<file path="src/dout_pkg.sv">
// shared constants and types for the digital output controller
// address fields, hold-time width, control-word and write-bus structs, detector states

package dout_pkg;

    // channel count and timer width
    localparam int num_chan = 4;                    // digital output channels
    localparam int time_w   = 16;                   // width of one hold time in clocks

    // register map
    localparam logic [3:0] addr_main     = 4'h0;    // waddr[15:12] for main register space
    localparam logic [3:0] reg_digiout   = 4'h6;    // set register offset, channel field 0
    localparam logic [3:0] off_dout_ctrl = 4'h9;    // control word offset, channel field 1..4

    // per-channel control word
    // upper half is the high time, lower half the low time
    // a zero time holds the output at its level
    typedef struct packed {
        logic [time_w-1:0] hi_time;                 // clocks to stay high, minus one
        logic [time_w-1:0] lo_time;                 // clocks to stay low, minus one
    } dout_times_t;

    // single-cycle register write bus
    typedef struct packed {
        logic [15:0] waddr;                         // space, channel field, offset
        logic [31:0] wdata;                         // write payload
        logic        wen;                           // one-cycle write strobe
    } reg_wr_t;

    // board revision detection
    typedef enum logic [1:0] {
        cfg_check  = 2'd0,                          // pins released, still sampling
        cfg_legacy = 2'd1,                          // both pins pulled high, older board
        cfg_bidir  = 2'd2                           // both pins pulled low, bidirectional board
    } cfg_state_t;

endpackage

</file>
<file path="src/dout_cfg_fsm.sv">
// board revision detector
// samples the released direction pins and decides legacy or bidirectional board

`timescale 1ns/1ns

module dout_cfg_fsm (
    input  logic sysclk,
    input  logic reset,             // sync, active low
    input  logic dir12_in,          // level on dir12 while released
    input  logic dir34_in,          // level on dir34 while released
    output logic dir_drive,         // level for both direction pins
    output logic cfg_valid,         // detection finished
    output logic cfg_bidir          // bidirectional board found
);

    dout_pkg::cfg_state_t state;        // current detection state
    dout_pkg::cfg_state_t state_nxt;    // next detection state

    // newer board has pulldowns on the direction lines
    // older board leaves them open and the fpga pullups read high
    always_comb begin
        state_nxt = state;
        case (state)
            dout_pkg::cfg_check: begin
                if (!dir12_in && !dir34_in) begin
                    state_nxt = dout_pkg::cfg_bidir;
                end else if (dir12_in && dir34_in) begin
                    state_nxt = dout_pkg::cfg_legacy;
                end
                // mixed levels, keep checking
            end
            dout_pkg::cfg_legacy: state_nxt = dout_pkg::cfg_legacy;   // final until reset
            dout_pkg::cfg_bidir:  state_nxt = dout_pkg::cfg_bidir;    // final until reset
            default:              state_nxt = dout_pkg::cfg_check;    // unused code, recheck
        endcase
    end

    // outputs decoded from the next state so they follow the leaving edge
    always_ff @(posedge sysclk) begin
        if (!reset) begin
            state     <= dout_pkg::cfg_check;
            cfg_valid <= 1'b0;              // releases the pins
            cfg_bidir <= 1'b0;              // assume older board
            dir_drive <= 1'b0;
        end else begin
            state     <= state_nxt;
            cfg_valid <= (state_nxt != dout_pkg::cfg_check);
            cfg_bidir <= (state_nxt == dout_pkg::cfg_bidir);
            dir_drive <= (state_nxt == dout_pkg::cfg_bidir);  // high turns the outputs on
        end
    end

endmodule

</file>
<file path="config.mk">
export PLATFORM = sky130hd
export DESIGN_NAME = dout_cfg_fsm
export DESIGN_NICKNAME = d
export VERILOG_FILES = /design/src/dout_pkg.sv /design/src/dout_cfg_fsm.sv
export SDC_FILE = /design/constraint.sdc
export NUM_CORES = 1
export LEC_CHECK = 0
export BUFFER_PORTS_ARGS = -buffer_cell sky130_fd_sc_hd__buf_2
export CORE_AREA = 10 10 47 49
export DETAILED_ROUTE_END_ITERATION = 8
export DIE_AREA = 0 0 57 59
export SKIP_CTS_REPAIR_TIMING = 1
export SYNTH_ARGS = -nofsm -noshare
export SYNTH_HDL_FRONTEND = slang
export SYNTH_SLANG_ARGS = --single-unit
</file>
<file path="constraint.sdc">
create_clock -name sysclk -period 1.1 [get_ports sysclk]
set_clock_uncertainty 0.2 [all_clocks]
set_input_delay 0 -clock sysclk [delete_from_list [all_inputs] [get_ports sysclk]]
set_output_delay 0 -clock sysclk [all_outputs]
set_load 0.02 [all_outputs]
</file>
Word level (Yosys, flattened, before mapping)
Cells that the tools add are included.
W data, S select, Z words.
Cells by class
  reduce and logical (&&, ||, !) cells: 6
  mux-type cells: 3
  eq/ne operators: 3
Operator list (count)
  $pmux W2 S3: 1
  $eq A2 B2 Y1 const B: 2
  $mux W2: 2
  $eq A2 B1 Y1 const B: 1
  $logic_and A1 B1 Y1: 2
  $logic_not A1 Y1: 2
  $logic_not A2 Y1: 1
  $reduce_bool A2 Y1: 1
Storage, ports and cells
  flip-flop bits (word level): 4
  input bits: 4

Longest topological paths before layout
  word-level depth: 5
  depth in mapped cells: 2
  mapped depth without buffers: 2

Worst setup path after synthesis
OpenSTA, ideal clock, no wires.
  kind: register to register
  start: register state[1]
  end: register cfg_bidir
  required time: 0.784 ns
  clock period less this slack: 0.928 ns
  cell stages (with the launch flop): 3
  arrival: 0.612 ns
  slack: 0.172 ns
  cells stage by stage: dfxtp_1 > o21bai_1 > and3b_1
Between the ends
  longest elaborated chain between the ends: 4
  elaborated cells between the ends (all ways): 7
  classes of those cells: 3 x eq/ne; 3 x mux; 1 x reduce/logical
RTL lines
  start: declaration: RTL line dout_cfg_fsm.sv:16  | dout_pkg::cfg_state_t state;
  start signal: assignment: RTL line dout_cfg_fsm.sv:41  | state <= dout_pkg::cfg_check;
  start signal: assignment: RTL line dout_cfg_fsm.sv:46  | state <= state_nxt;
  $mux W2: RTL line dout_cfg_fsm.sv:27  | end else if (dir12_in && dir34_in) begin
  $mux W2: RTL line dout_cfg_fsm.sv:25  | if (!dir12_in && !dir34_in) begin
  $pmux W2 S3 (*): RTL line dout_cfg_fsm.sv:23  | case (state)
  $eq A2 B2 Y1 (*): RTL line dout_cfg_fsm.sv:48  | cfg_bidir <= (state_nxt == dout_pkg::cfg_bidir);
  end signal: assignment: RTL line dout_cfg_fsm.sv:48
  end: declaration: RTL line dout_cfg_fsm.sv:13  | output logic cfg_bidir
Every way passes the cells marked *; elsewhere a longest branch is shown, timed or not.
A chain may end at the register's enable or synchronous reset.

Worst setup path in the final report
Same ends and word-level chain as after synthesis.

==> summary.txt <==
Setup path
  – CP max FO: 4
  – Worst Setup Start Kind: register
  – Largest stage delay, worst path: 0.33 ns
  – CP Capture Type: register
  – CP required: 1.02 ns
  – CP arrival: 0.90 ns
  – CP max stage cell: dfxtp_1
  – Critical-path cell list: o21bai_1 > and3b_1
  – Worst Setup Path Type: register to register

Final layout
  – Layout area overhead: 50.0%
  – Area of the multi-input gates: 62.6 sq um
  – Non-filler cells, final: 38
  – Filler instances: 157
  – N_diodes: 0
  – FF/Latch Area: 80.1 sq um
  – Fin area: 225 sq um
  – Most frequent cells in the layout: buf_2 (6), dfxtp_1 (4), clkbuf_4 (3)
  – Layout Nets: 28
  – Commonest non-fill, non-tap cell in the layout: buf_2
  – Layout cell share with drive strength beyond 1: 40.9%

Floorplanning
  – Initial Utilization: 10.7%
  – Die H: 59 um
  – Core area: 0.00140 sq mm
  – Die Area: 0.00336 sq mm
  – Die Width: 57 um
  – Io pins: 7
  – Row cnt: 14

Yosys
  – Cells after synthesis: 13
  – Flops & latches, synth: 4
  – Distinct cells, synth: 9
  – Synthesis Warnings: 0
  – Register area share after synthesis: 53.3%
  – Mapped cell area: 150 sq um
  – Syn Area/Cell: 11.5 sq um
  – Syn Nets: 17

Clock network
  – Root buffer cell: clkbuf_4
  – Inserted Clock Buffers: 3
  – Sink Count: 4
  – Reg clk slew, reported paths: 0.04 ns
  – Skew-Pair Late Insertion Delay: 0.23 ns
  – CTS Buffer Depth: 2
  – CTS tree: built
  – H-Tree Depth: 1

Timing
  – Rel. slew slack: 90.1%
  – Max-slew violations: 0
  – Setup TNS: 0 ns
  – Worst Tran Pin Value: 0.148 ns
  – Final hold slack: -0.0856 ns
  – Tmin final: 0.974 ns
  – Maximum clock rate: 1.03 GHz
  – RSZ-0062 raised after global routing: false
  – Number of failing hold endpoints at the final stage: 4
  – Tcrit/Tclk final: 88.6%
  – Final-report setup violation count: 0

Placement
  – GPL Wtd Cong: 0.743
  – DP Area: 193 sq um
  – I/O Buffers: 6
  – Placed wire-length estimate: 263 um
  – Placed insts: 34

Global route
  – Initial antenna violation count: 0
  – First-pass GRT wire length: 627 um
  – Total gr overflow: 0
  – Largest net degree at the start of global routing: 6
  – GRT Util Overall: 2.55%
  – Number of global-route vias before repair: 151

Route
  – Number of iterations in the first detailed-routing pass: 1
  – Antenna Nets Post-Route: 0
  – Vias post-DR: 124
  – Vias per cell: 3.26
  – DR WL/cell: 8.45 um
  – Final WL: 321 um
  – DRC violations left: 0
  – DRT iter0 DRCs: 0

Power
  – PD cells: 1740 mW/mm^2
  – Maximum vdd drop: 0.208 mV
  – P_leak: 0.102 nW

Outcome
  – Outcome: complete, but fails checks
  – Failing checks: hold timing

Run
  – Max-Cap Viols: 0

Hold path
  – Hold WC Path Type: input pin to register
final timing paths:
check                           startpoint        end  slack [ns]  depth (start not counted)
worst min-delay path              dir34_in   state[0]       -0.09                          3
worst max register to register    state[1]  cfg_bidir        0.13                          2
worst max-delay path              state[1]  cfg_bidir        0.13                          2
worst min register to register    state[1]   state[0]        0.28                          1
worst max-delay path: cells and delay by family (launching register included):
kind	cells	cell delay, ns
flops	1	0.33
simple gates	1	0.18
compound gates	1	0.16
per-layer routing:
| layer | share of wire [%] | vias up | track usage [%] |
|---|---|---|---|
| met2 | 45 | 5 | 3.41 |
| met3 | 9.3 | 2 | 1.50 |
| met1 | 43 | 53 | 2.15 |
| li1 | - | 64 | - |
| met5 | 0 | - | 0 |
| met4 | 1.9 | 0 | 4.03 |
where the power goes:
part           internal, mW  leakage [nW]  switching (mW)
clock                 0.122        0.0138          0.0548
combinational        0.0251        0.0549          0.0252
sequential            0.158        0.0331         0.00675
total                 0.304         0.102          0.0867
stage by stage:
stage	hold WS (ns)	power, mW	utilization [%]	setup WS (ns)
floorplan	-0.0443	0.198	-	0.172
global placement	0.0829	0.216	13.8	0.134
detailed placement	0.0759	0.216	13.8	0.125
CTS	-0.168	0.400	15.4	0.118
global route	-0.0412	0.413	16.1	0.0233
finish	-0.0856	0.391	16.1	0.126
synthesized netlist by cell type, drive strengths merged:
cell | instances | area, sq um
xnor2 | 1 | 8.76
dfxtp | 4 | 80.1
nor3b | 1 | 7.51
o31a | 1 | 8.76
o21bai | 1 | 7.51
a21oi | 1 | 5.00
buf | 1 | 7.51
a21boi | 1 | 7.51
and3b | 2 | 17.5
layout make-up:
type                            count  share of cell area (%)
Multi-Input combinational cell      8                    27.8
Clock buffer                        3                    10.0
Timing Repair Buffer                7                    17.8
Sequential cell                     4                    35.6
Tap cell                           16                    8.89
sequential cells by signal (all words and copies together) (netlist names):
name       count
state          2
cfg_bidir      1
cfg_valid      1
cell families (layout without fill, tap and decap cells):
kind of cell	count (synthesis)	count (layout)	synth area share (%)
AOI/OAI and AO/OA	4	4	19.2
xor gates and xnor gates	1	1	5.83
buffers and inverters	1	10	5.00
DFF	4	4	53.3
and+or+nand+nor	3	3	16.7
Power figures use the tool's default switching activity.
