==> src/dout_pkg.sv <==
// shared constants and types for the digital output controller
// address fields, hold-time width, control-word and write-bus structs, detector states

package dout_pkg;

    // channel count and timer width
    localparam int num_chan = 4;                    // digital output channels
    localparam int time_w   = 16;                   // width of one hold time in clocks

    // register map
    localparam logic [3:0] addr_main     = 4'h0;    // waddr[15:12] for main register space
    localparam logic [3:0] reg_digiout   = 4'h6;    // set register offset, channel field 0
    localparam logic [3:0] off_dout_ctrl = 4'h9;    // control word offset, channel field 1..4

    // per-channel control word
    // upper half is the high time, lower half the low time
    // a zero time holds the output at its level
    typedef struct packed {
        logic [time_w-1:0] hi_time;                 // clocks to stay high, minus one
        logic [time_w-1:0] lo_time;                 // clocks to stay low, minus one
    } dout_times_t;

    // single-cycle register write bus
    typedef struct packed {
        logic [15:0] waddr;                         // space, channel field, offset
        logic [31:0] wdata;                         // write payload
        logic        wen;                           // one-cycle write strobe
    } reg_wr_t;

    // board revision detection
    typedef enum logic [1:0] {
        cfg_check  = 2'd0,                          // pins released, still sampling
        cfg_legacy = 2'd1,                          // both pins pulled high, older board
        cfg_bidir  = 2'd2                           // both pins pulled low, bidirectional board
    } cfg_state_t;

endpackage

==> src/dout_reg_port.sv <==
// register port for the digital output controller
// write decode into per-channel set/control strobes, control-word read mux

`timescale 1ns/1ns

module dout_reg_port (
    input  dout_pkg::reg_wr_t                  reg_wr,         // write bus from outside
    input  logic [15:0]                        raddr,          // read address
    input  logic                               cfg_bidir,      // bidir board, invert set values
    input  dout_pkg::dout_times_t              times [dout_pkg::num_chan], // words from timers
    output logic [dout_pkg::num_chan-1:0]      set_en,         // per-channel set strobe
    output logic [dout_pkg::num_chan-1:0]      set_val,        // new output level per channel
    output logic [dout_pkg::num_chan-1:0]      ctrl_en,        // per-channel control write
    output dout_pkg::dout_times_t              ctrl_word,      // control word for all channels
    output logic [31:0]                        rdata           // combinational read data
);

    logic       in_main;        // write hits the main register space
    logic [3:0] wr_chan;        // write channel field
    logic [3:0] wr_off;         // write offset field
    logic       set_hit;        // write to the set register
    logic       ctrl_hit;       // write to some control word
    logic [3:0] rd_chan;        // read channel field
    logic       rd_ctrl;        // read offset is a control word

    // field split of the write address
    assign in_main = reg_wr.wen && (reg_wr.waddr[15:12] == dout_pkg::addr_main);
    assign wr_chan = reg_wr.waddr[7:4];
    assign wr_off  = reg_wr.waddr[3:0];

    // set register lives at channel field 0 only
    assign set_hit  = in_main && (wr_chan == 4'd0) && (wr_off == dout_pkg::reg_digiout);
    assign ctrl_hit = in_main && (wr_off == dout_pkg::off_dout_ctrl);

    // every channel sees the same payload, ctrl_en picks who takes it
    assign ctrl_word = dout_pkg::dout_times_t'(reg_wr.wdata);

    always_comb begin
        for (int i = 0; i < dout_pkg::num_chan; i++) begin
            set_en[i]  = set_hit && reg_wr.wdata[8+i];          // mask in wdata[11:8]
            // older board inverted in hardware, keep that polarity on the new one
            set_val[i] = reg_wr.wdata[i] ^ cfg_bidir;
            ctrl_en[i] = ctrl_hit && (wr_chan == 4'(i + 1));    // channel i is field i+1
        end
    end

    // read side, no space check here
    assign rd_chan = raddr[7:4];
    assign rd_ctrl = (raddr[3:0] == dout_pkg::off_dout_ctrl);

    always_comb begin
        rdata = 32'd0;                                          // field 0, 5+ and others read 0
        for (int i = 0; i < dout_pkg::num_chan; i++) begin
            if (rd_ctrl && (rd_chan == 4'(i + 1))) begin
                rdata = times[i];
            end
        end
    end

endmodule

==> config.mk <==
export PLATFORM = sky130hd
export DESIGN_NAME = dout_reg_port
export DESIGN_NICKNAME = d
export VERILOG_FILES = /design/src/dout_pkg.sv /design/src/dout_reg_port.sv
export SDC_FILE = /design/constraint.sdc
export NUM_CORES = 1
export LEC_CHECK = 0
export BUFFER_PORTS_ARGS = -buffer_cell sky130_fd_sc_hd__buf_2
export CORE_AREA = 2 2 103 105
export DETAILED_ROUTE_END_ITERATION = 10
export DIE_AREA = 0 0 105 107
export SLEW_MARGIN = 20
export SYNTH_ARGS = -nofsm -noshare
export SYNTH_HDL_FRONTEND = slang
export SYNTH_SLANG_ARGS = --single-unit
export TNS_END_PERCENT = 1
==> constraint.sdc <==
create_clock -name vclk -period 1.85
set_input_delay 0.4625 -clock vclk [all_inputs]
set_output_delay 0.4625 -clock vclk [all_outputs]
set_load 0.01 [all_outputs]
======== Yosys cells after proc, flatten, opt, wreduce, memory -nomap -nowiden ========
Index checks and enable logic that the tools add are counted.
storage, ports and cells
  input port bits ......................... 194
  output and inout bits ................... 76
  flip-flop bits (word level) ............. 0
  logic and storage cells ................. 37
operators by class
  bitwise logic cells ..................... 4
  mux-type cells .......................... 4
  reductions and logical operators ........ 18
  eq/ne operators ......................... 11
operator list
  cell                                                                    count
  32-bit two-way mux                                                      4
  4-bit by 2-bit equality test with 1-bit output (second input constant)  4
  1-bit logical AND                                                       16
  4-bit by 3-bit equality test with 1-bit output (second input constant)  3
  4-bit by 1-bit equality test with 1-bit output (second input constant)  2
  4-bit equality test (second input constant)                             2
  4-bit zero test                                                         2
  1-bit XOR                                                               4

======== Longest topological paths before layout ========
Gate-level depths: netlist of the first run.
  word-level depth ........................ 6
  mapped depth ............................ 5
  gate-level depth less buffers ........... 3

======== Worst setup path after synthesis of the first run ========
Ideal clock, no wire load.
  kind .................................... input to output
  from .................................... input port reg_wr[46] (netlist bit)
  to ...................................... output port ctrl_en[0] (netlist bit)
  path buffers ............................ 0
  required time ........................... 1387 ps
  setup slack ............................. -42 ps
  data arrival time ....................... 1429 ps
  cell stages on the path ................. 3
  cells stage by stage .................... or4_4 nor3_4 and4b_1
on the way
  longest elaborated chain between the ends .. 4
ends and longest elaborated chain
  element            line                 RTL
  from (decl)        dout_reg_port.sv:7   input dout_pkg::reg_wr_t reg_wr,
  4-bit zero test    dout_reg_port.sv:27  assign in_main = reg_wr.wen && (reg_wr.waddr[15:12] == dout_pkg::addr_main);
  1-bit logical AND  dout_reg_port.sv:27
  1-bit logical AND  dout_reg_port.sv:33  assign ctrl_hit = in_main && (wr_off == dout_pkg::off_dout_ctrl);
  1-bit logical AND  dout_reg_port.sv:43  ctrl_en[i] = ctrl_hit && (wr_chan == 4'(i + 1));
  to (decl)          dout_reg_port.sv:13  output logic [dout_pkg::num_chan-1:0] ctrl_en,
Every way passes these cells.

======== Worst setup path after layout of the first run ========
  from .................................... input port reg_wr[46] (netlist bit)
  to ...................................... output port set_en[2] (netlist bit)
on the way
  longest elaborated chain between the ends .. 5
ends and longest elaborated chain
  element                          line                 RTL
  4-bit zero test                  dout_reg_port.sv:27
  1-bit logical AND                dout_reg_port.sv:27
  1-bit logical AND (2 in series)  dout_reg_port.sv:32  assign set_hit = in_main && (wr_chan == 4'd0) && (wr_off == dout_pkg::reg_digiout);
  1-bit logical AND                dout_reg_port.sv:40  set_en[i] = set_hit && reg_wr.wdata[8+i];
  to (decl)                        dout_reg_port.sv:11  output logic [dout_pkg::num_chan-1:0] set_en,
Every way passes these cells.

==> results of run 1 <==
==> cell usage after synthesis, types with 2 or more instances <==
cell type,count,area [um2]
sky130_fd_sc_hd__a21oi_1,32,160
sky130_fd_sc_hd__a32oi_1,32,280
sky130_fd_sc_hd__and4_1,5,43.8
sky130_fd_sc_hd__and4b_1,2,20.0
sky130_fd_sc_hd__buf_2,8,40.0
sky130_fd_sc_hd__buf_4,35,263
sky130_fd_sc_hd__clkbuf_1,8,30.0
sky130_fd_sc_hd__mux2_2,32,360
sky130_fd_sc_hd__nand2_1,33,124
sky130_fd_sc_hd__nor2b_1,2,12.5
sky130_fd_sc_hd__nor4bb_1,2,20.0
sky130_fd_sc_hd__xor2_1,4,35.0
==> power by group <==
part,internal [mW],switching (mW),leakage [nW]
Clock,0,0,0
Combinational,0.242,0.191,1.30
Sequential,0,0,0
Total,0.242,0.191,1.30
==> what timing repair did <==
action / in CTS / in global routing
hold buffers: 0 / 0
endpoints found under the setup margin: 40 / 40
pin swaps: 3 / 5
resized for setup: 7 / 0
endpoints found under the hold margin: 0 / 0
==> critical path, cell delays in order <==
cell	delay (ns)
sky130_fd_sc_hd__buf_6	0.09
sky130_fd_sc_hd__or4_4	0.54
sky130_fd_sc_hd__nor3_4	0.22
sky130_fd_sc_hd__and4_1	0.22
sky130_fd_sc_hd__buf_2	0.13
==> per-stage QoR <==
step | power [mW] | instances | utilization | hold WS [ns]
final | 0.433 | 518 | 0.253 | 0.925
after global routing | 0.471 | 518 | 0.253 | 0.925
after CTS | 0.432 | 518 | 0.253 | 0.925
after detailed placement | 0.425 | 518 | 0.249 | 0.925
after global placement | 0.417 | 518 | 0.249 | 0.925
after floorplan | 0.244 | 205 | - | 1.00
==> cells by family after synthesis <==
family	Yosys count	share of synthesized area
compound gates	64	0.301
mux	32	0.246
buf+inv	53	0.232
simple gates	52	0.197
xor+xnor	4	0.0239
==> area by class of cell <==
class | instances | area share
multi-input cells | 152 | 0.455
well taps | 136 | 0.0667
inverters | 1 | 0.00147
repair buffers | 229 | 0.477
==> how the worst max path moves through the flow <==
stage | start | to | slack (ns)
6_report | reg_wr[46] | set_en[2] | -0.28
5_1_grt | reg_wr[46] | set_en[1] | -0.35
4_1_cts | reg_wr[46] | set_en[2] | -0.29
3_5_place_dp | reg_wr[46] | set_en[2] | -0.30
3_3_place_gp | reg_wr[46] | ctrl_en[0] | -0.26
2_1_floorplan | reg_wr[46] | ctrl_en[0] | -0.04
==> per-layer routing <==
metal | GRT usage | vias to the layer above | wire length [um]
met5 | 0 | - | 13
met4 | 0.0286 | 2 | 210
met3 | 0.0195 | 16 | 683
met2 | 0.249 | 166 | 3870
met1 | 0.116 | 1046 | 2610
li1 | - | 1108 | -
==> load_flow_metrics.sql, run 1 <==
INSERT INTO impl_metrics (metric_group, metric, value, unit) VALUES
('status', 'violations', 'setup timing', ''),
('detailed_routing', 'avgRoutedWirePerCell', '14.3', 'um'),
('detailed_routing', 'firstDrtPassIters', '4', ''),
('min_path', 'hold-path-cell-count', '0', ''),
('finish', 'layout_commonest_cell', 'sky130_fd_sc_hd__buf_2', ''),
('synth', 'postSynthNetCount', '399', ''),
('finish', 'final.fill_count', '1132', ''),
('place', 'dpl_cell_area', '0.00252', 'mm2'),
('finish', 'n_sequential_cell', '0', ''),
('sta', 'max-slew-margin-rel', '0.669', ''),
('critical_path', 'timing.setup.critical_path_class', 'input pin to output pin', ''),
('place', 'globalplace.congestion', '0.820', ''),
('global_routing', 'antenna_found_initial', '1', ''),
('sta', 'timing_worst_slew_pin_value', '0.489', 'ns'),
('power_and_ir_drop', 'vdd_ir_drop_max', '0.0549', 'mV'),
('detailed_routing', 'vias', '2338', ''),
('global_routing', 'grt_usage', '0.118', ''),
('critical_path', 'crit_path_start_kind', 'input pin', ''),
('critical_path', 'worstPathArrival', '1.67', 'ns'),
('synth', 'synthesis.yosys.warnings', '0', ''),
('die', 'effective_utilization_at_floorplan', '0.145', ''),
('min_path', 'hold_crit_start', 'reg_wr[13]', ''),
('synth', 'synth.yosys.seq_area_share', '0', ''),
('detailed_routing', 'detail_route.wirelength', '7390', 'um'),
('finish', 'multi_input_comb_area', '0.00116', 'mm2'),
('die', 'dieArea', '0.0112', 'mm2'),
('synth', 'mappedNetlistArea', '0.00147', 'mm2'),
('synth', 'synth_cells', '205', ''),
('finish', 'antenna_cells_inserted', '0', ''),
('detailed_routing', 'route.detailed.drc', '0', ''),
('place', 'dp_worst_setup_slack', '-0.304', 'ns'),
('global_routing', 'globalRoute.totalOverflow', '0', ''),
('global_routing', 'grt_pass1_wl', '10900', 'um'),
('global_routing', 'first_global_vias', '2279', ''),
('min_path', 'min_path_type', 'input pin to output pin', ''),
('die', 'core_area', '0.0101', 'mm2'),
('finish', 'clock_buffers', '0', ''),
('finish', 'post-route-cell-area', '0.00255', 'mm2'),
('status', 'run_status', 'complete, but fails checks', ''),
('finish', 'ff_latch_area', '0', 'um2'),
('sta', 'setup_viol', '40', ''),
('die', 'ios', '270', ''),
('finish', 'drive_above_1_share', '0.709', ''),
('place', 'io_buffer_count', '210', ''),
('sta', 'timing.final.ws_setup', '-0.280', 'ns'),
('min_path', 'hold_end', 'ctrl_word[12]', ''),
('place', 'dpl.hpwl', '6330', 'um'),
('sta', 'timing.setup.tns', '-5.23', 'ns'),
('power_and_ir_drop', 'power_leakage', '1.30', 'nW'),
('sta', 'grt_setup_unrepaired', 'yes', ''),
('flow_run', 'max_cap_violations', '0', ''),
('sta', 'hold_viol', '0', ''),
('critical_path', 'required_time_worst_endpoint', '1.39', 'ns'),
('sta', 'min_period', '2.13', 'ns'),
('critical_path', 'cp_max_fo', '7', ''),
('synth', 'synth_area_per_cell', '7.15', 'um2'),
('critical_path', 'endpoint_kind', 'output pin', ''),
('finish', 'area_growth_syn_to_layout', '74.1', '%'),
('die', 'die_height', '107', 'um'),
('detailed_routing', 'route.antenna.remaining_nets', '0', ''),
('synth', 'yosysUniqueCellTypes', '22', ''),
('die', 'dieWidth', '105', 'um'),
('finish', 'finish.net_count', '578', ''),
('finish', 'most-common-layout-cells', '209 x sky130_fd_sc_hd__buf_2, 33 x sky130_fd_sc_hd__nand2_1, 32 x sky130_fd_sc_hd__mux2_2', ''),
('global_routing', 'largest_net_degree_at_the_start_of_global_routing', '20', ''),
('die', 'placementRows', '37', ''),
('sta', 'layout_worst_path_cycle_share', '1.15', ''),
('sta', 'timing_max_transition_violations_final', '0', ''),
('sta', 'max_freq', '470', 'MHz'),
('detailed_routing', 'viasPerCell', '4.51', ''),
('cts', 'cts_setup_buffers', '0', ''),
('detailed_routing', 'detailedRoute.firstIterationViolations', '125', ''),
('power_and_ir_drop', 'power.density_cell_area', '170', 'mW/mm2');
No activity file was read; power rests on OpenSTA's default activity.
==> run 2: changes to the inputs <==
--- a/config.mk
+++ b/config.mk
@@ -6,9 +6,9 @@
 export NUM_CORES = 1
 export LEC_CHECK = 0
 export BUFFER_PORTS_ARGS = -buffer_cell sky130_fd_sc_hd__buf_2
-export CORE_AREA = 2 2 103 105
+export CORE_AREA = 4 4 102 104
 export DETAILED_ROUTE_END_ITERATION = 10
-export DIE_AREA = 0 0 105 107
+export DIE_AREA = 0 0 106 108
 export SLEW_MARGIN = 20
 export SYNTH_ARGS = -nofsm -noshare
 export SYNTH_HDL_FRONTEND = slang
==> load_flow_metrics.sql, run 2 (synthesized netlist as in run 1, its figures left out) <==
INSERT INTO impl_metrics (metric_group, metric, value, unit) VALUES
('die', 'effective_utilization_at_floorplan', '0.153', ''),
('die', 'ios', '270', ''),
('global_routing', 'grt_usage', '0.113', ''),
('power_and_ir_drop', 'power.density_cell_area', '171', 'mW/mm2'),
('detailed_routing', 'firstDrtPassIters', '4', ''),
('sta', 'max-slew-margin-rel', '0.701', ''),
('sta', 'setup_viol', '32', ''),
('detailed_routing', 'detail_route.wirelength', '7370', 'um'),
('sta', 'timing_max_transition_violations_final', '0', ''),
('finish', 'clock_buffers', '0', ''),
('cts', 'cts_hold_buf', '0', ''),
('status', 'violations', 'setup timing', ''),
('finish', 'ff_latch_area', '0', 'um2'),
('finish', 'n_sequential_cell', '0', ''),
('finish', 'antenna_cells_inserted', '0', ''),
('detailed_routing', 'route.detailed.drc', '0', ''),
('critical_path', 'timing.setup.critical_path_class', 'input pin to output pin', ''),
('finish', 'final_non_filler_cell_total', '510', ''),
('sta', 'fin_hold_ws', '0.925', 'ns'),
('detailed_routing', 'route.antenna.remaining_nets', '0', ''),
('sta', 'grt_setup_unrepaired', 'yes', ''),
('finish', 'post-route-cell-area', '0.00264', 'mm2'),
('place', 'globalplace.congestion', '0.783', ''),
('die', 'dieWidth', '106', 'um'),
('sta', 'max_freq', '469', 'MHz'),
('global_routing', 'first_global_vias', '2244', ''),
('sta', 'timing_worst_slew_pin_value', '0.443', 'ns'),
('detailed_routing', 'detailedRoute.firstIterationViolations', '86', ''),
('critical_path', 'crit_path_start_kind', 'input pin', ''),
('critical_path', 'worstPathArrival', '1.67', 'ns'),
('die', 'die_height', '108', 'um'),
('flow_run', 'max_cap_violations', '0', ''),
('critical_path', 'cp_max_fo', '7', ''),
('global_routing', 'largest_net_degree_at_the_start_of_global_routing', '33', ''),
('status', 'run_status', 'complete, but fails checks', ''),
('die', 'core_area', '0.00955', 'mm2'),
('sta', 'timing.final.ws_setup', '-0.280', 'ns'),
('place', 'dpl_cell_area', '0.00251', 'mm2'),
('finish', 'drive_above_1_share', '0.719', ''),
('global_routing', 'grt_pass1_wl', '10600', 'um'),
('place', 'dpl.hpwl', '6290', 'um'),
('die', 'dieArea', '0.0114', 'mm2'),
('min_path', 'min_path_type', 'input pin to output pin', ''),
('global_routing', 'antenna_found_initial', '0', ''),
('sta', 'hold_viol', '0', ''),
('critical_path', 'endpoint_kind', 'output pin', ''),
('place', 'io_buffer_count', '210', ''),
('place', 'dp_worst_setup_slack', '-0.285', 'ns'),
('die', 'placementRows', '36', ''),
('critical_path', 'required_time_worst_endpoint', '1.39', 'ns'),
('finish', 'finish.net_count', '573', ''),
('detailed_routing', 'avgRoutedWirePerCell', '14.5', 'um'),
('detailed_routing', 'viasPerCell', '4.51', ''),
('finish', 'area_growth_syn_to_layout', '79.8', '%'),
('detailed_routing', 'vias', '2300', ''),
('power_and_ir_drop', 'vdd_ir_drop_max', '0.0446', 'mV'),
('sta', 'layout_worst_path_cycle_share', '1.15', ''),
('finish', 'layout_commonest_cell', 'sky130_fd_sc_hd__buf_2', ''),
('global_routing', 'globalRoute.totalOverflow', '0', ''),
('power_and_ir_drop', 'power_leakage', '1.31', 'nW'),
('sta', 'min_period', '2.13', 'ns'),
('finish', 'most-common-layout-cells', '206 x sky130_fd_sc_hd__buf_2, 33 x sky130_fd_sc_hd__nand2_1, 32 x sky130_fd_sc_hd__mux2_2', ''),
('place', 'place.detailed.instances', '510', '');
-- run 2: cell types whose count changed in the layout (fill, tap and decap cells not counted), sizes merged --
cell,before,now
buf,229,224
-- run 2: report_power, final --
part           internal, mW  switching (mW)
sequential                0               0
clock                     0               0
combinational         0.258           0.194
-- run 2: timing repair --
item	in CTS	in global routing
setup endpoints to repair	40	40
buffers inserted	0	0
pin swaps	14	18
gates resized for setup	23	4
-- run 2: path summary, 6_finish.rpt --
path / from / end / slack (ns) / cells past startpoint
max: reg_wr[46] / ctrl_en[1] / -0.28 / 5
min: reg_wr[25] / ctrl_word[24] / 0.93 / 0
-- run 2: area by class of cell --
class | instances | area (um2)
multi-input cells | 152 | 1200
repair buffers | 224 | 1270
well taps | 133 | 166
inverters | 1 | 3.75
fillers | 1086 | 6910
-- run 2: through the flow --
step | total power, mW | utilization | TNS [ns]
floorplan | 0.244 | - | -0.410
global placement | 0.418 | 0.263 | -4.84
detailed placement | 0.429 | 0.263 | -6.08
CTS | 0.451 | 0.274 | -2.28
global route | 0.495 | 0.276 | -4.64
finish | 0.452 | 0.276 | -2.20
-- run 2: layer usage --
metal | GRT usage | vias up | part of all wire
met3 | 0.0203 | 18 | 0.081
li1 | - | 1097 | -
met2 | 0.235 | 131 | 0.55
met4 | 0.0278 | 0 | 0.023
met5 | 0 | - | 0
met1 | 0.113 | 1054 | 0.35
-- run 2: critical path: stages --
cell	delay (ns)
sky130_fd_sc_hd__buf_6	0.09
sky130_fd_sc_hd__or4_4	0.54
sky130_fd_sc_hd__nor3_4	0.21
sky130_fd_sc_hd__and4b_1	0.23
sky130_fd_sc_hd__buf_2	0.13
