$ cat src/dout_pkg.sv
// shared constants and types for the digital output controller
// address fields, hold-time width, control-word and write-bus structs, detector states

package dout_pkg;

    // channel count and timer width
    localparam int num_chan = 4;                    // digital output channels
    localparam int time_w   = 16;                   // width of one hold time in clocks

    // register map
    localparam logic [3:0] addr_main     = 4'h0;    // waddr[15:12] for main register space
    localparam logic [3:0] reg_digiout   = 4'h6;    // set register offset, channel field 0
    localparam logic [3:0] off_dout_ctrl = 4'h9;    // control word offset, channel field 1..4

    // per-channel control word
    // upper half is the high time, lower half the low time
    // a zero time holds the output at its level
    typedef struct packed {
        logic [time_w-1:0] hi_time;                 // clocks to stay high, minus one
        logic [time_w-1:0] lo_time;                 // clocks to stay low, minus one
    } dout_times_t;

    // single-cycle register write bus
    typedef struct packed {
        logic [15:0] waddr;                         // space, channel field, offset
        logic [31:0] wdata;                         // write payload
        logic        wen;                           // one-cycle write strobe
    } reg_wr_t;

    // board revision detection
    typedef enum logic [1:0] {
        cfg_check  = 2'd0,                          // pins released, still sampling
        cfg_legacy = 2'd1,                          // both pins pulled high, older board
        cfg_bidir  = 2'd2                           // both pins pulled low, bidirectional board
    } cfg_state_t;

endpackage

$ cat src/dout_timer.sv
// one digital output channel
// control word register, hold-time counter and the output bit

`timescale 1ns/1ns

module dout_timer (
    input  logic                   sysclk,
    input  logic                   reset,          // sync, active low
    input  logic                   set_en,         // force dout to set_val
    input  logic                   set_val,        // level for a set write
    input  logic                   ctrl_en,        // load ctrl_word
    input  dout_pkg::dout_times_t  ctrl_word,      // new hi/lo times
    output dout_pkg::dout_times_t  times,          // current word for readback
    output logic                   dout            // output bit
);

    dout_pkg::dout_times_t          times_q;        // stored hi/lo times
    logic [dout_pkg::time_w-1:0]    count;          // clocks spent at current level
    logic [dout_pkg::time_w-1:0]    hold_time;      // time for the present level

    // high level counts against hi_time, low level against lo_time
    assign hold_time = dout ? times_q.hi_time : times_q.lo_time;
    assign times     = times_q;

    always_ff @(posedge sysclk) begin
        if (!reset) begin
            dout    <= 1'b0;
            times_q <= '0;
            count   <= '0;
        end else if (set_en) begin                  // set wins over a control write
            dout  <= set_val;
            count <= '0;                            // restart the hold
        end else if (ctrl_en) begin
            times_q <= ctrl_word;
            count   <= '0;                          // new word also restarts
        end else if (hold_time != '0) begin
            // count 0..hold_time, so the level lasts hold_time+1 clocks
            if (count == hold_time) begin
                dout  <= ~dout;
                count <= '0;
            end else begin
                count <= count + 1'b1;
            end
        end
        // zero hold time keeps dout and count where they are
    end

endmodule

$ cat config.mk
export PLATFORM = sky130hd
export DESIGN_NAME = dout_timer
export DESIGN_NICKNAME = d
export VERILOG_FILES = /design/src/dout_pkg.sv /design/src/dout_timer.sv
export SDC_FILE = /design/constraint.sdc
export NUM_CORES = 1
export LEC_CHECK = 0
export BUFFER_PORTS_ARGS = -buffer_cell sky130_fd_sc_hd__buf_2
export CAP_MARGIN = 5
export CORE_AREA = 2 2 86 88
export DETAILED_ROUTE_END_ITERATION = 10
export DIE_AREA = 0 0 88 90
export GPL_TIMING_DRIVEN = 0
export HOLD_SLACK_MARGIN = 0.12
export PLACE_DENSITY = 0.67
export SLEW_MARGIN = 20
export SYNTH_ARGS = -nofsm -noshare
export SYNTH_HDL_FRONTEND = slang
export SYNTH_SLANG_ARGS = --single-unit
$ cat constraint.sdc
create_clock -name sysclk -period 5 [get_ports sysclk]
set_input_delay 1 -clock sysclk [delete_from_list [all_inputs] [get_ports sysclk]]
set_output_delay 1 -clock sysclk [all_outputs]
set_load 0.02 [all_outputs]
; Yosys cells after proc, flatten, opt, wreduce, memory -nomap -nowiden
; Cells that the tools add are included.
[totals]
out_inout_bits = 33
inputBits = 37
ff_bits = 49
wordCells = 22
[classes]
n_mux = 6
n_reduce_logical = 6
add_sub_neg = 1
n_eq_ne = 2
bitwise = 3
[ops]
columns = op, count
row1 = $mux W16, 2
row2 = $add A16 B1 Y16 const B, 1
row3 = $eq A16 B16 Y1, 1
row4 = $reduce_bool A16 Y1, 1
row5 = $mux W1, 4
row6 = $reduce_bool A2 Y1, 2
row7 = $not A1 Y1, 3
row8 = $reduce_and A3 Y1, 1
row9 = $reduce_or A3 Y1, 1
row10 = $ne A2 B2 Y1 const B, 1
row11 = $reduce_and A2 Y1, 1

; Longest topological paths before layout
; Gate-level depths: netlist of the first run.
[depth]
depth_word = 6
ltp_mapped = 9
depth_no_buf = 6

; Least setup slack after synthesis of the first run
; Ideal clock, no wire load.
[synth_timing]
kind = register to register
startpoint = register dout
endpoint = register count[0] (netlist name)
path_stages_with_launch = 10
period_less_slack_ps = 2139
path_slack_ps = 2861
setup_time_ps = 117
arrival_ps = 2022
path_buffers = 3
t_required_ps = 4883
cell_sequence = dfxtp_1 -> buf_6 -> buf_6 -> mux2i_1 -> xnor2_1 -> nor4_1 -> nand3_1 -> o211ai_2 -> buf_2 -> nor2_1
[synth_between]
elab_chain_cells = 3
elab_cells_between_ends = 4
cone_classes = 1 x eq/ne / 2 x mux / 1 x reduce/logical
[synth_rtl]
columns = item, line
row1 = start: declaration, dout_timer.sv:14  ; output logic dout
row2 = start signal: assignment, dout_timer.sv:31  ; dout <= set_val;
row3 = start signal: assignment, dout_timer.sv:39  ; dout <= ~dout;
row4 = $mux W16 (*), dout_timer.sv:22  ; assign hold_time = dout ? times_q.hi_time : times_q.lo_time;
row5 = $eq A16 B16 Y1, dout_timer.sv:38  ; if (count == hold_time) begin
row6 = $mux W16, dout_timer.sv:38
row7 = end signal: assignment, dout_timer.sv:42  ; count <= count + 1'b1;
row8 = end: declaration, dout_timer.sv:18  ; logic [dout_pkg::time_w-1:0] count;
; Every way passes the cells marked *; elsewhere a longest branch is shown, timed or not.
; A chain may end at the register's enable or synchronous reset.

; Worst setup path in the final report of the first run
[layout_timing]
startpoint = register dout
endpoint = register count[7] (netlist name)
; The elaborated chain is that of the path after synthesis.

==> out/qor.json, run 1 <==
{
  "outcome": {"value": "finished clean"},
  "ctsLongestPathBuffers": {"value": 2},
  "grt_first_pass_wirelength": {"value": 10300, "unit": "um"},
  "filler_cell_count": {"value": 719},
  "synthDistinctLibCells": {"value": 28},
  "vias_per_cell": {"value": 4.91},
  "die_w": {"value": 88, "unit": "um"},
  "clkLatencyLatePin": {"value": 300, "unit": "ps"},
  "yosysTopAreaCellShare": {"value": 0.409},
  "timing.final.setup_violations": {"value": 0},
  "maxCapViolCount": {"value": 0},
  "final_core_utilization": {"value": 0.428},
  "layout-drive-gt1-share": {"value": 0.240},
  "multi_input_area": {"value": 1330, "unit": "um2"},
  "switchingPower": {"value": 0.225, "unit": "mW"},
  "synthesis.yosys.warnings": {"value": 0},
  "track_usage": {"value": 0.162},
  "p_leak": {"value": 1.19, "unit": "nW"},
  "timing.max_slew.rel_slack": {"value": 0.677},
  "ios": {"value": 70},
  "layout.area.seq": {"value": 981, "unit": "um2"},
  "power_frac_seq": {"value": 0.473},
  "synth_sequential_area_ratio": {"value": 0.409},
  "tightestPinTransition": {"value": 485, "unit": "ps"},
  "clock_tree.root_cell": {"value": "sky130_fd_sc_hd__clkbuf_8"},
  "cts_tree": {"value": "done"},
  "cts_hold_bufs": {"value": 0},
  "grt_start_max_net_pins": {"value": 16},
  "cts_htree_levels": {"value": 2},
  "postSynthCellCount": {"value": 282},
  "post_synth_main_area_contributors": {"value": "sky130_fd_sc_hd__dfxtp_1, sky130_fd_sc_hd__nand2_1, sky130_fd_sc_hd__a21boi_0, sky130_fd_sc_hd__mux2i_1, sky130_fd_sc_hd__xnor2_1"},
  "detail_route.iter0.violations": {"value": 107},
  "crit_fanout": {"value": 10},
  "number_of_global_route_vias_before_repair": {"value": 2122},
  "final_cell_mix": {"value": "sky130_fd_sc_hd__nand2_1, sky130_fd_sc_hd__buf_2, sky130_fd_sc_hd__dfxtp_1"},
  "setup_slack": {"value": 2470, "unit": "ps"},
  "synth.cell_area": {"value": 2400, "unit": "um2"},
  "cts_buffers": {"value": 5},
  "synthesis.area_per_instance": {"value": 8.51, "unit": "um2"},
  "worst_clock_skew": {"value": 4.18, "unit": "ps"},
  "clockPowerShare": {"value": 0.376},
  "route.vias.total": {"value": 2247},
  "timing_hold_violations_final": {"value": 0},
  "detail-route-antenna-nets": {"value": 0},
  "post_cts.resized_instances": {"value": 0},
  "grt_overflow": {"value": 0},
  "cp_data_arrival_time": {"value": 2720, "unit": "ps"},
  "core.rowCount": {"value": 31},
  "hp-class": {"value": "flop to flop"},
  "ys_seq_elements": {"value": 49},
  "globalplace.congestion": {"value": 0.876},
  "cp.required": {"value": 5190, "unit": "ps"},
  "cp_startpoint_kind": {"value": "flop"},
  "detail_route.wirelength": {"value": 6330, "unit": "um"},
  "core_region_area": {"value": 7020, "unit": "um2"},
  "criticalPathCategory": {"value": "flop to flop"},
  "clock.fmax": {"value": 396, "unit": "MHz"},
  "sw_frac": {"value": 0.255},
  "total_nets_after_synthesis": {"value": 320},
  "clk_slew_on_worst_s_h_paths": {"value": 90, "unit": "ps"},
  "timing.final.crit_share": {"value": 0.506},
  "num_antenna_cells": {"value": 0},
  "route.detailed.wl_per_inst": {"value": 13.8, "unit": "um"},
  "die_h": {"value": 90, "unit": "um"},
  "internal-power": {"value": 0.660, "unit": "mW"},
  "setup_repair_after_global_routing_missed_its_margin": {"value": "no"},
  "post-synth-top-area-cell": {"value": "sky130_fd_sc_hd__dfxtp_1"},
  "initial_core_util": {"value": 0.342},
  "antenna_found_initial": {"value": 0},
  "fin_setup_tns": {"value": 0, "unit": "ps"},
  "firstDrtPassIters": {"value": 4},
  "power.density": {"value": 295, "unit": "nW/um2"},
  "combinationalPowerShare": {"value": 0.151},
  "power": {"value": 0.886, "unit": "mW"},
  "place.detailed.hpwl": {"value": 4960, "unit": "um"},
  "slew_violations": {"value": 0},
  "period_needed": {"value": 2530, "unit": "ps"},
  "post-cts-setup-buffers": {"value": 0},
  "ir_worst_vdd": {"value": 0.000109, "unit": "V"},
  "worstSetupEndpointType": {"value": "flop"},
  "floorplan.die_area": {"value": 7920, "unit": "um2"},
  "clkSinkCount": {"value": 49},
  "fin_nets": {"value": 396},
  "numPortBuffers": {"value": 69},
  "number_of_design_rule_violations_left_after_detail_routing": {"value": 0},
  "detailedPlace.worstSlack": {"value": 2490, "unit": "ps"},
  "flow.area_growth_from_synthesis": {"value": 25.1, "unit": "%"}
}
-- flip-flops by register name, summed over array words and instances, names as in the netlist --
| name | flops |
|---|---|
| dout | 1 |
| times | 32 |
| count | 16 |
-- path summary, 6_finish.rpt --
check                          from  slack (ps)                     end  depth (start not counted)
max               dout$_SDFFE_PN0P_        2470   count[7]$_SDFFE_PP0P_                          8
min          times[14]$_SDFFE_PN0P_         490  times[14]$_SDFFE_PN0P_                          2
max reg2reg       dout$_SDFFE_PN0P_        2470   count[7]$_SDFFE_PP0P_                          8
min reg2reg  times[14]$_SDFFE_PN0P_         490  times[14]$_SDFFE_PN0P_                          2
-- cell usage after synthesis (all sizes together) --
cell	instances
and4	2
o21ai	3
dfxtp	49
or4b	3
a21oi	6
nor2b	1
a31oi	1
and3	3
a21boi	32
nor2	12
inv	2
xnor2	17
o22ai	3
clkbuf	12
nand4	9
or3	2
xor2	8
nand3	1
o211ai	1
and2	3
o31ai	5
ha	1
nand2	72
nor4	4
or4	8
mux2i	17
buf	5
-- final cells by class --
| type | count | area share |
|---|---|---|
| multi-input combinational | 214 | 0.442 |
| sequential | 49 | 0.327 |
| timing repair buffer | 69 | 0.115 |
| tap | 99 | 0.0413 |
| buffer | 17 | 0.0275 |
| clock buffer | 5 | 0.0229 |
| clock inverter | 3 | 0.0217 |
| inverter | 2 | 0.00250 |
-- critical path, stage by stage (launching register included) --
cell                       delay, ps
sky130_fd_sc_hd__dfxtp_1         460
sky130_fd_sc_hd__buf_6           200
sky130_fd_sc_hd__mux2i_1         360
sky130_fd_sc_hd__xnor2_1         110
sky130_fd_sc_hd__nor4_1          340
sky130_fd_sc_hd__nand3_1         190
sky130_fd_sc_hd__o211ai_2        370
sky130_fd_sc_hd__buf_2           310
sky130_fd_sc_hd__nor2_1           70
-- power by group through the flow --
stage	clock network (mW)	registers, mW	logic [mW]
2_1_floorplan	0	0.438	0.0744
3_3_place_gp	0	0.428	0.132
3_5_place_dp	0	0.428	0.134
4_1_cts	0.338	0.419	0.135
5_1_grt	0.351	0.421	0.147
6_report	0.333	0.419	0.134
-- metrics by stage --
stage,instance area [um2],hold WS (ps),std cells
4_1_cts,3000,494,458
6_report,3000,491,458
5_1_grt,3000,523,458
2_1_floorplan,2400,470,282
3_3_place_gp,2870,477,450
3_5_place_dp,2870,480,450
-- layer usage --
metal	vias up	wire length (um)	global-route usage
met5	-	0	0
met4	0	144	0.0526
met3	13	255	0.0367
met2	55	3100	0.266
met1	1050	2830	0.207
li1	1129	-	-
-- cells by family (layout without fill, tap and decap cells) --
logic type / Yosys count / in the layout / share of synthesized area
xor+xnor: 25 / 25 / 0.0913
flops: 49 / 49 / 0.409
mux: 17 / 17 / 0.0709
compound gates: 51 / 51 / 0.150
buf+inv: 19 / 96 / 0.0376
fa+ha+maj: 1 / 1 / 0.00522
simple gates: 120 / 120 / 0.236
No activity file was read; power rests on OpenSTA's default activity.
==> run 2: changes to the inputs <==
--- a/config.mk
+++ b/config.mk
@@ -5,14 +5,15 @@
 export SDC_FILE = /design/constraint.sdc
 export NUM_CORES = 1
 export LEC_CHECK = 0
+export ABC_AREA = 1
 export BUFFER_PORTS_ARGS = -buffer_cell sky130_fd_sc_hd__buf_2
 export CAP_MARGIN = 5
-export CORE_AREA = 2 2 86 88
+export CORE_AREA = 2 2 90 92
 export DETAILED_ROUTE_END_ITERATION = 10
-export DIE_AREA = 0 0 88 90
+export DIE_AREA = 0 0 92 94
 export GPL_TIMING_DRIVEN = 0
 export HOLD_SLACK_MARGIN = 0.12
-export PLACE_DENSITY = 0.67
+export PLACE_DENSITY = 0.68
 export SLEW_MARGIN = 20
 export SYNTH_ARGS = -nofsm -noshare
 export SYNTH_HDL_FRONTEND = slang
==> constraint.sdc (replaced) <==
create_clock -name sysclk -period 2.3 [get_ports sysclk]
set_input_delay 0.46 -clock sysclk [delete_from_list [all_inputs] [get_ports sysclk]]
set_output_delay 0.46 -clock sysclk [all_outputs]
set_load 0.02 [all_outputs]
==> run 2 against run 1 <==
  * Die area is 9.2% higher
  * Design area up 5.5%
  * Sequential share of layout area fell by 1.7 points
  * Non-clock buffer count decreased by 2
  * Sequential power grew 120%
  * Highest routed layer unchanged
==> out/qor.json, run 2 <==
{
  "worstHoldStart": {"value": "ctrl_word[19]"},
  "synth.area.mux_share": {"value": 0},
  "layout-drive-gt1-share": {"value": 0.188},
  "grt_start_max_net_pins": {"value": 15},
  "detail-route-antenna-nets": {"value": 0},
  "dominantRegCellSynth": {"value": "sky130_fd_sc_hd__dfxtp_1"},
  "initial_core_util": {"value": 0.343},
  "core_region_area": {"value": 7610, "unit": "um2"},
  "hold_critical_path_endpoint": {"value": "times[19]$_SDFFE_PN0P_"},
  "num_antenna_cells": {"value": 0},
  "clkLatencyLatePin": {"value": 310, "unit": "ps"},
  "largest_reg_flops": {"value": 32},
  "tightestPinTransition": {"value": 632, "unit": "ps"},
  "final_core_utilization": {"value": 0.416},
  "outcome": {"value": "finished clean"},
  "die_w": {"value": 92, "unit": "um"},
  "synth.cells.most_frequent": {"value": "sky130_fd_sc_hd__nand2_1, sky130_fd_sc_hd__inv_1, sky130_fd_sc_hd__dfxtp_1, sky130_fd_sc_hd__nor2_1, sky130_fd_sc_hd__o21ai_0"},
  "fin_nets": {"value": 527},
  "final_cell_mix": {"value": "sky130_fd_sc_hd__nand2_1, sky130_fd_sc_hd__buf_2, sky130_fd_sc_hd__inv_1"},
  "numPortBuffers": {"value": 69},
  "route.detailed.wl_per_inst": {"value": 12.6, "unit": "um"},
  "timing.final.setup_violations": {"value": 0},
  "timing_hold_violations_final": {"value": 0},
  "grt_first_pass_wirelength": {"value": 12600, "unit": "um"},
  "final_cell_count_no_fill": {"value": 592},
  "cts_htree_levels": {"value": 2},
  "number_of_synthesized_flops_with_an_enable_pin": {"value": 0},
  "worstReg2RegEnd": {"value": "count[1]$_SDFFE_PP0P_"},
  "clkSinkCount": {"value": 49},
  "detailed_place.area": {"value": 3080, "unit": "um2"},
  "synth_top_family_by_area": {"value": "simple AND/OR/NAND/NOR gates"},
  "synthDistinctLibCells": {"value": 28},
  "synthMostInstantiatedCell": {"value": "sky130_fd_sc_hd__nand2_1"},
  "synthesis.area_per_instance": {"value": 6.32, "unit": "um2"},
  "die_h": {"value": 94, "unit": "um"},
  "worstSetupEndpointType": {"value": "flop"},
  "worstHoldPathCells": {"value": 3},
  "globalplace.congestion": {"value": 0.910},
  "synthesis.yosys.warnings": {"value": 0},
  "total_nets_after_synthesis": {"value": 451},
  "post_synth_main_area_contributors": {"value": "sky130_fd_sc_hd__dfxtp_1, sky130_fd_sc_hd__nand2_1, sky130_fd_sc_hd__inv_1, sky130_fd_sc_hd__o21ai_0, sky130_fd_sc_hd__nor2_1"},
  "final_common_cell": {"value": "sky130_fd_sc_hd__nand2_1"},
  "async_reset_ff_frac": {"value": 0},
  "cp_data_arrival_time": {"value": 2240, "unit": "ps"},
  "detailedPlace.worstSlack": {"value": 245, "unit": "ps"},
  "core.rowCount": {"value": 32},
  "clock_tree.root_cell": {"value": "sky130_fd_sc_hd__clkbuf_8"},
  "flow.area_growth_from_synthesis": {"value": 21.4, "unit": "%"},
  "setup_repair_after_global_routing_missed_its_margin": {"value": "no"},
  "route.vias.total": {"value": 2750},
  "grt_overflow": {"value": 0},
  "critical_path.reg2reg.startpoint": {"value": "dout$_SDFFE_PN0P_"},
  "number_of_design_rule_violations_left_after_detail_routing": {"value": 0},
  "maxCapViolCount": {"value": 0},
  "vias_per_cell": {"value": 4.65},
  "crit_fanout": {"value": 10},
  "ys_seq_elements": {"value": 49},
  "firstDrtPassIters": {"value": 4},
  "detail_route.iter0.violations": {"value": 177},
  "detail_route.wirelength": {"value": 7440, "unit": "um"},
  "hp-class": {"value": "primary input to flop"},
  "synth_compound_area_frac": {"value": 0.148},
  "yosysTopAreaCellShare": {"value": 0.376},
  "period_needed": {"value": 2020, "unit": "ps"},
  "timing.final.crit_share": {"value": 0.877},
  "ir_worst_vdd": {"value": 0.000305, "unit": "V"},
  "synthSimpleGateAreaFrac": {"value": 0.351},
  "criticalPathCategory": {"value": "flop to flop"},
  "place.detailed.hpwl": {"value": 5990, "unit": "um"},
  "antenna_found_initial": {"value": 0},
  "yosys.area_share.adder": {"value": 0.00479},
  "floorplan.die_area": {"value": 8650, "unit": "um2"},
  "cts_buffers": {"value": 5},
  "ios": {"value": 70},
  "track_usage": {"value": 0.182},
  "post-synth-top-area-cell": {"value": "sky130_fd_sc_hd__dfxtp_1"},
  "rrSetupSlack": {"value": 280, "unit": "ps"},
  "post-route-cell-area": {"value": 3170, "unit": "um2"},
  "setup_slack": {"value": 284, "unit": "ps"},
  "synth_sequential_area_ratio": {"value": 0.376},
  "power": {"value": 1.80, "unit": "mW"},
  "slew_violations": {"value": 0},
  "number_of_global_route_vias_before_repair": {"value": 2645},
  "filler_cell_count": {"value": 870},
  "power.density": {"value": 570, "unit": "nW/um2"},
  "worst_r2r_path_depth": {"value": 13},
  "timing.max_slew.rel_slack": {"value": 0.574},
  "cts_tree": {"value": "done"},
  "postSynthCellCount": {"value": 413},
  "ctsLongestPathBuffers": {"value": 2},
  "placed_cells": {"value": 584},
  "fin_setup_tns": {"value": 0, "unit": "ps"},
  "critical_path.startpoint": {"value": "dout$_SDFFE_PN0P_"},
  "cts_hold_bufs": {"value": 0},
  "synth.cell_area": {"value": 2610, "unit": "um2"},
  "cp.required": {"value": 2520, "unit": "ps"},
  "cp_startpoint_kind": {"value": "flop"},
  "clk_slew_on_worst_s_h_paths": {"value": 100, "unit": "ps"},
  "synth_xor_area_frac": {"value": 0.00671},
  "worst_clock_skew": {"value": 14.7, "unit": "ps"},
  "p_leak": {"value": 1.48, "unit": "nW"},
  "clock.fmax": {"value": 496, "unit": "MHz"},
  "timing.hold.ws": {"value": 369, "unit": "ps"}
}
==> run 2: per-layer routing <==
metal | global-route usage | up-vias | routed length [um]
met5 | 0 | - | 0
met2 | 0.330 | 64 | 3550
met1 | 0.226 | 1224 | 3520
li1 | - | 1455 | -
met3 | 0.0345 | 7 | 315
met4 | 0.0336 | 0 | 57
==> run 2: power by group <==
group	switching, mW	internal [mW]
Clock	0.304	0.216
Combinational	0.239	0.129
Sequential	0.0289	0.888
Total	0.572	1.23
==> run 2: logic make-up (layout without fill, tap and decap cells) <==
logic type / count (synthesis) / after routing
adders and majority gates: 1 / 1
buffers and inverters: 71 / 148
AOI/OAI and AO/OA: 74 / 74
and+or+nand+nor: 216 / 216
DFF: 49 / 49
xor gates and xnor gates: 2 / 2
==> run 2: worst max path at each step <==
stage	end	cells past startpoint
after floorplan	count[9]$_SDFFE_PP0P_	12
after global placement	count[8]$_SDFFE_PP0P_	13
final	count[1]$_SDFFE_PP0P_	13
after CTS	count[1]$_SDFFE_PP0P_	13
after detailed placement	count[6]$_SDFFE_PP0P_	13
after global routing	count[10]$_SDFFE_PP0P_	14
==> run 2: worst max-delay path, stage by stage (launching register included) <==
cell,delay [ps]
sky130_fd_sc_hd__dfxtp_2,380
sky130_fd_sc_hd__inv_2,110
sky130_fd_sc_hd__buf_4,190
sky130_fd_sc_hd__nand2_1,90
sky130_fd_sc_hd__nand2_1,90
sky130_fd_sc_hd__nand2_1,50
sky130_fd_sc_hd__nor2_1,120
sky130_fd_sc_hd__nand2_1,110
sky130_fd_sc_hd__nor2_4,180
sky130_fd_sc_hd__nor2_2,110
sky130_fd_sc_hd__nand2_4,100
sky130_fd_sc_hd__nand2_2,70
sky130_fd_sc_hd__buf_6,180
sky130_fd_sc_hd__a211oi_2,140
==> run 2: layout make-up <==
| cell class | count | area, um2 | area share |
|---|---|---|---|
| multi-input combinational | 293 | 1330 | 0.421 |
| sequential | 49 | 982 | 0.310 |
| timing repair buffer | 69 | 345 | 0.109 |
| inverter | 56 | 210 | 0.0664 |
| tap | 102 | 128 | 0.0403 |
| buffer | 15 | 86.3 | 0.0273 |
| clock buffer | 7 | 76.3 | 0.0241 |
| clock inverter | 1 | 7.51 | 0.00237 |
==> run 2: timing repair <==
action / 4_1_cts / 5_1_grt
resized for setup: 0 / 1
buffers inserted: 0 / 0
setup endpoints to repair: 0 / 1
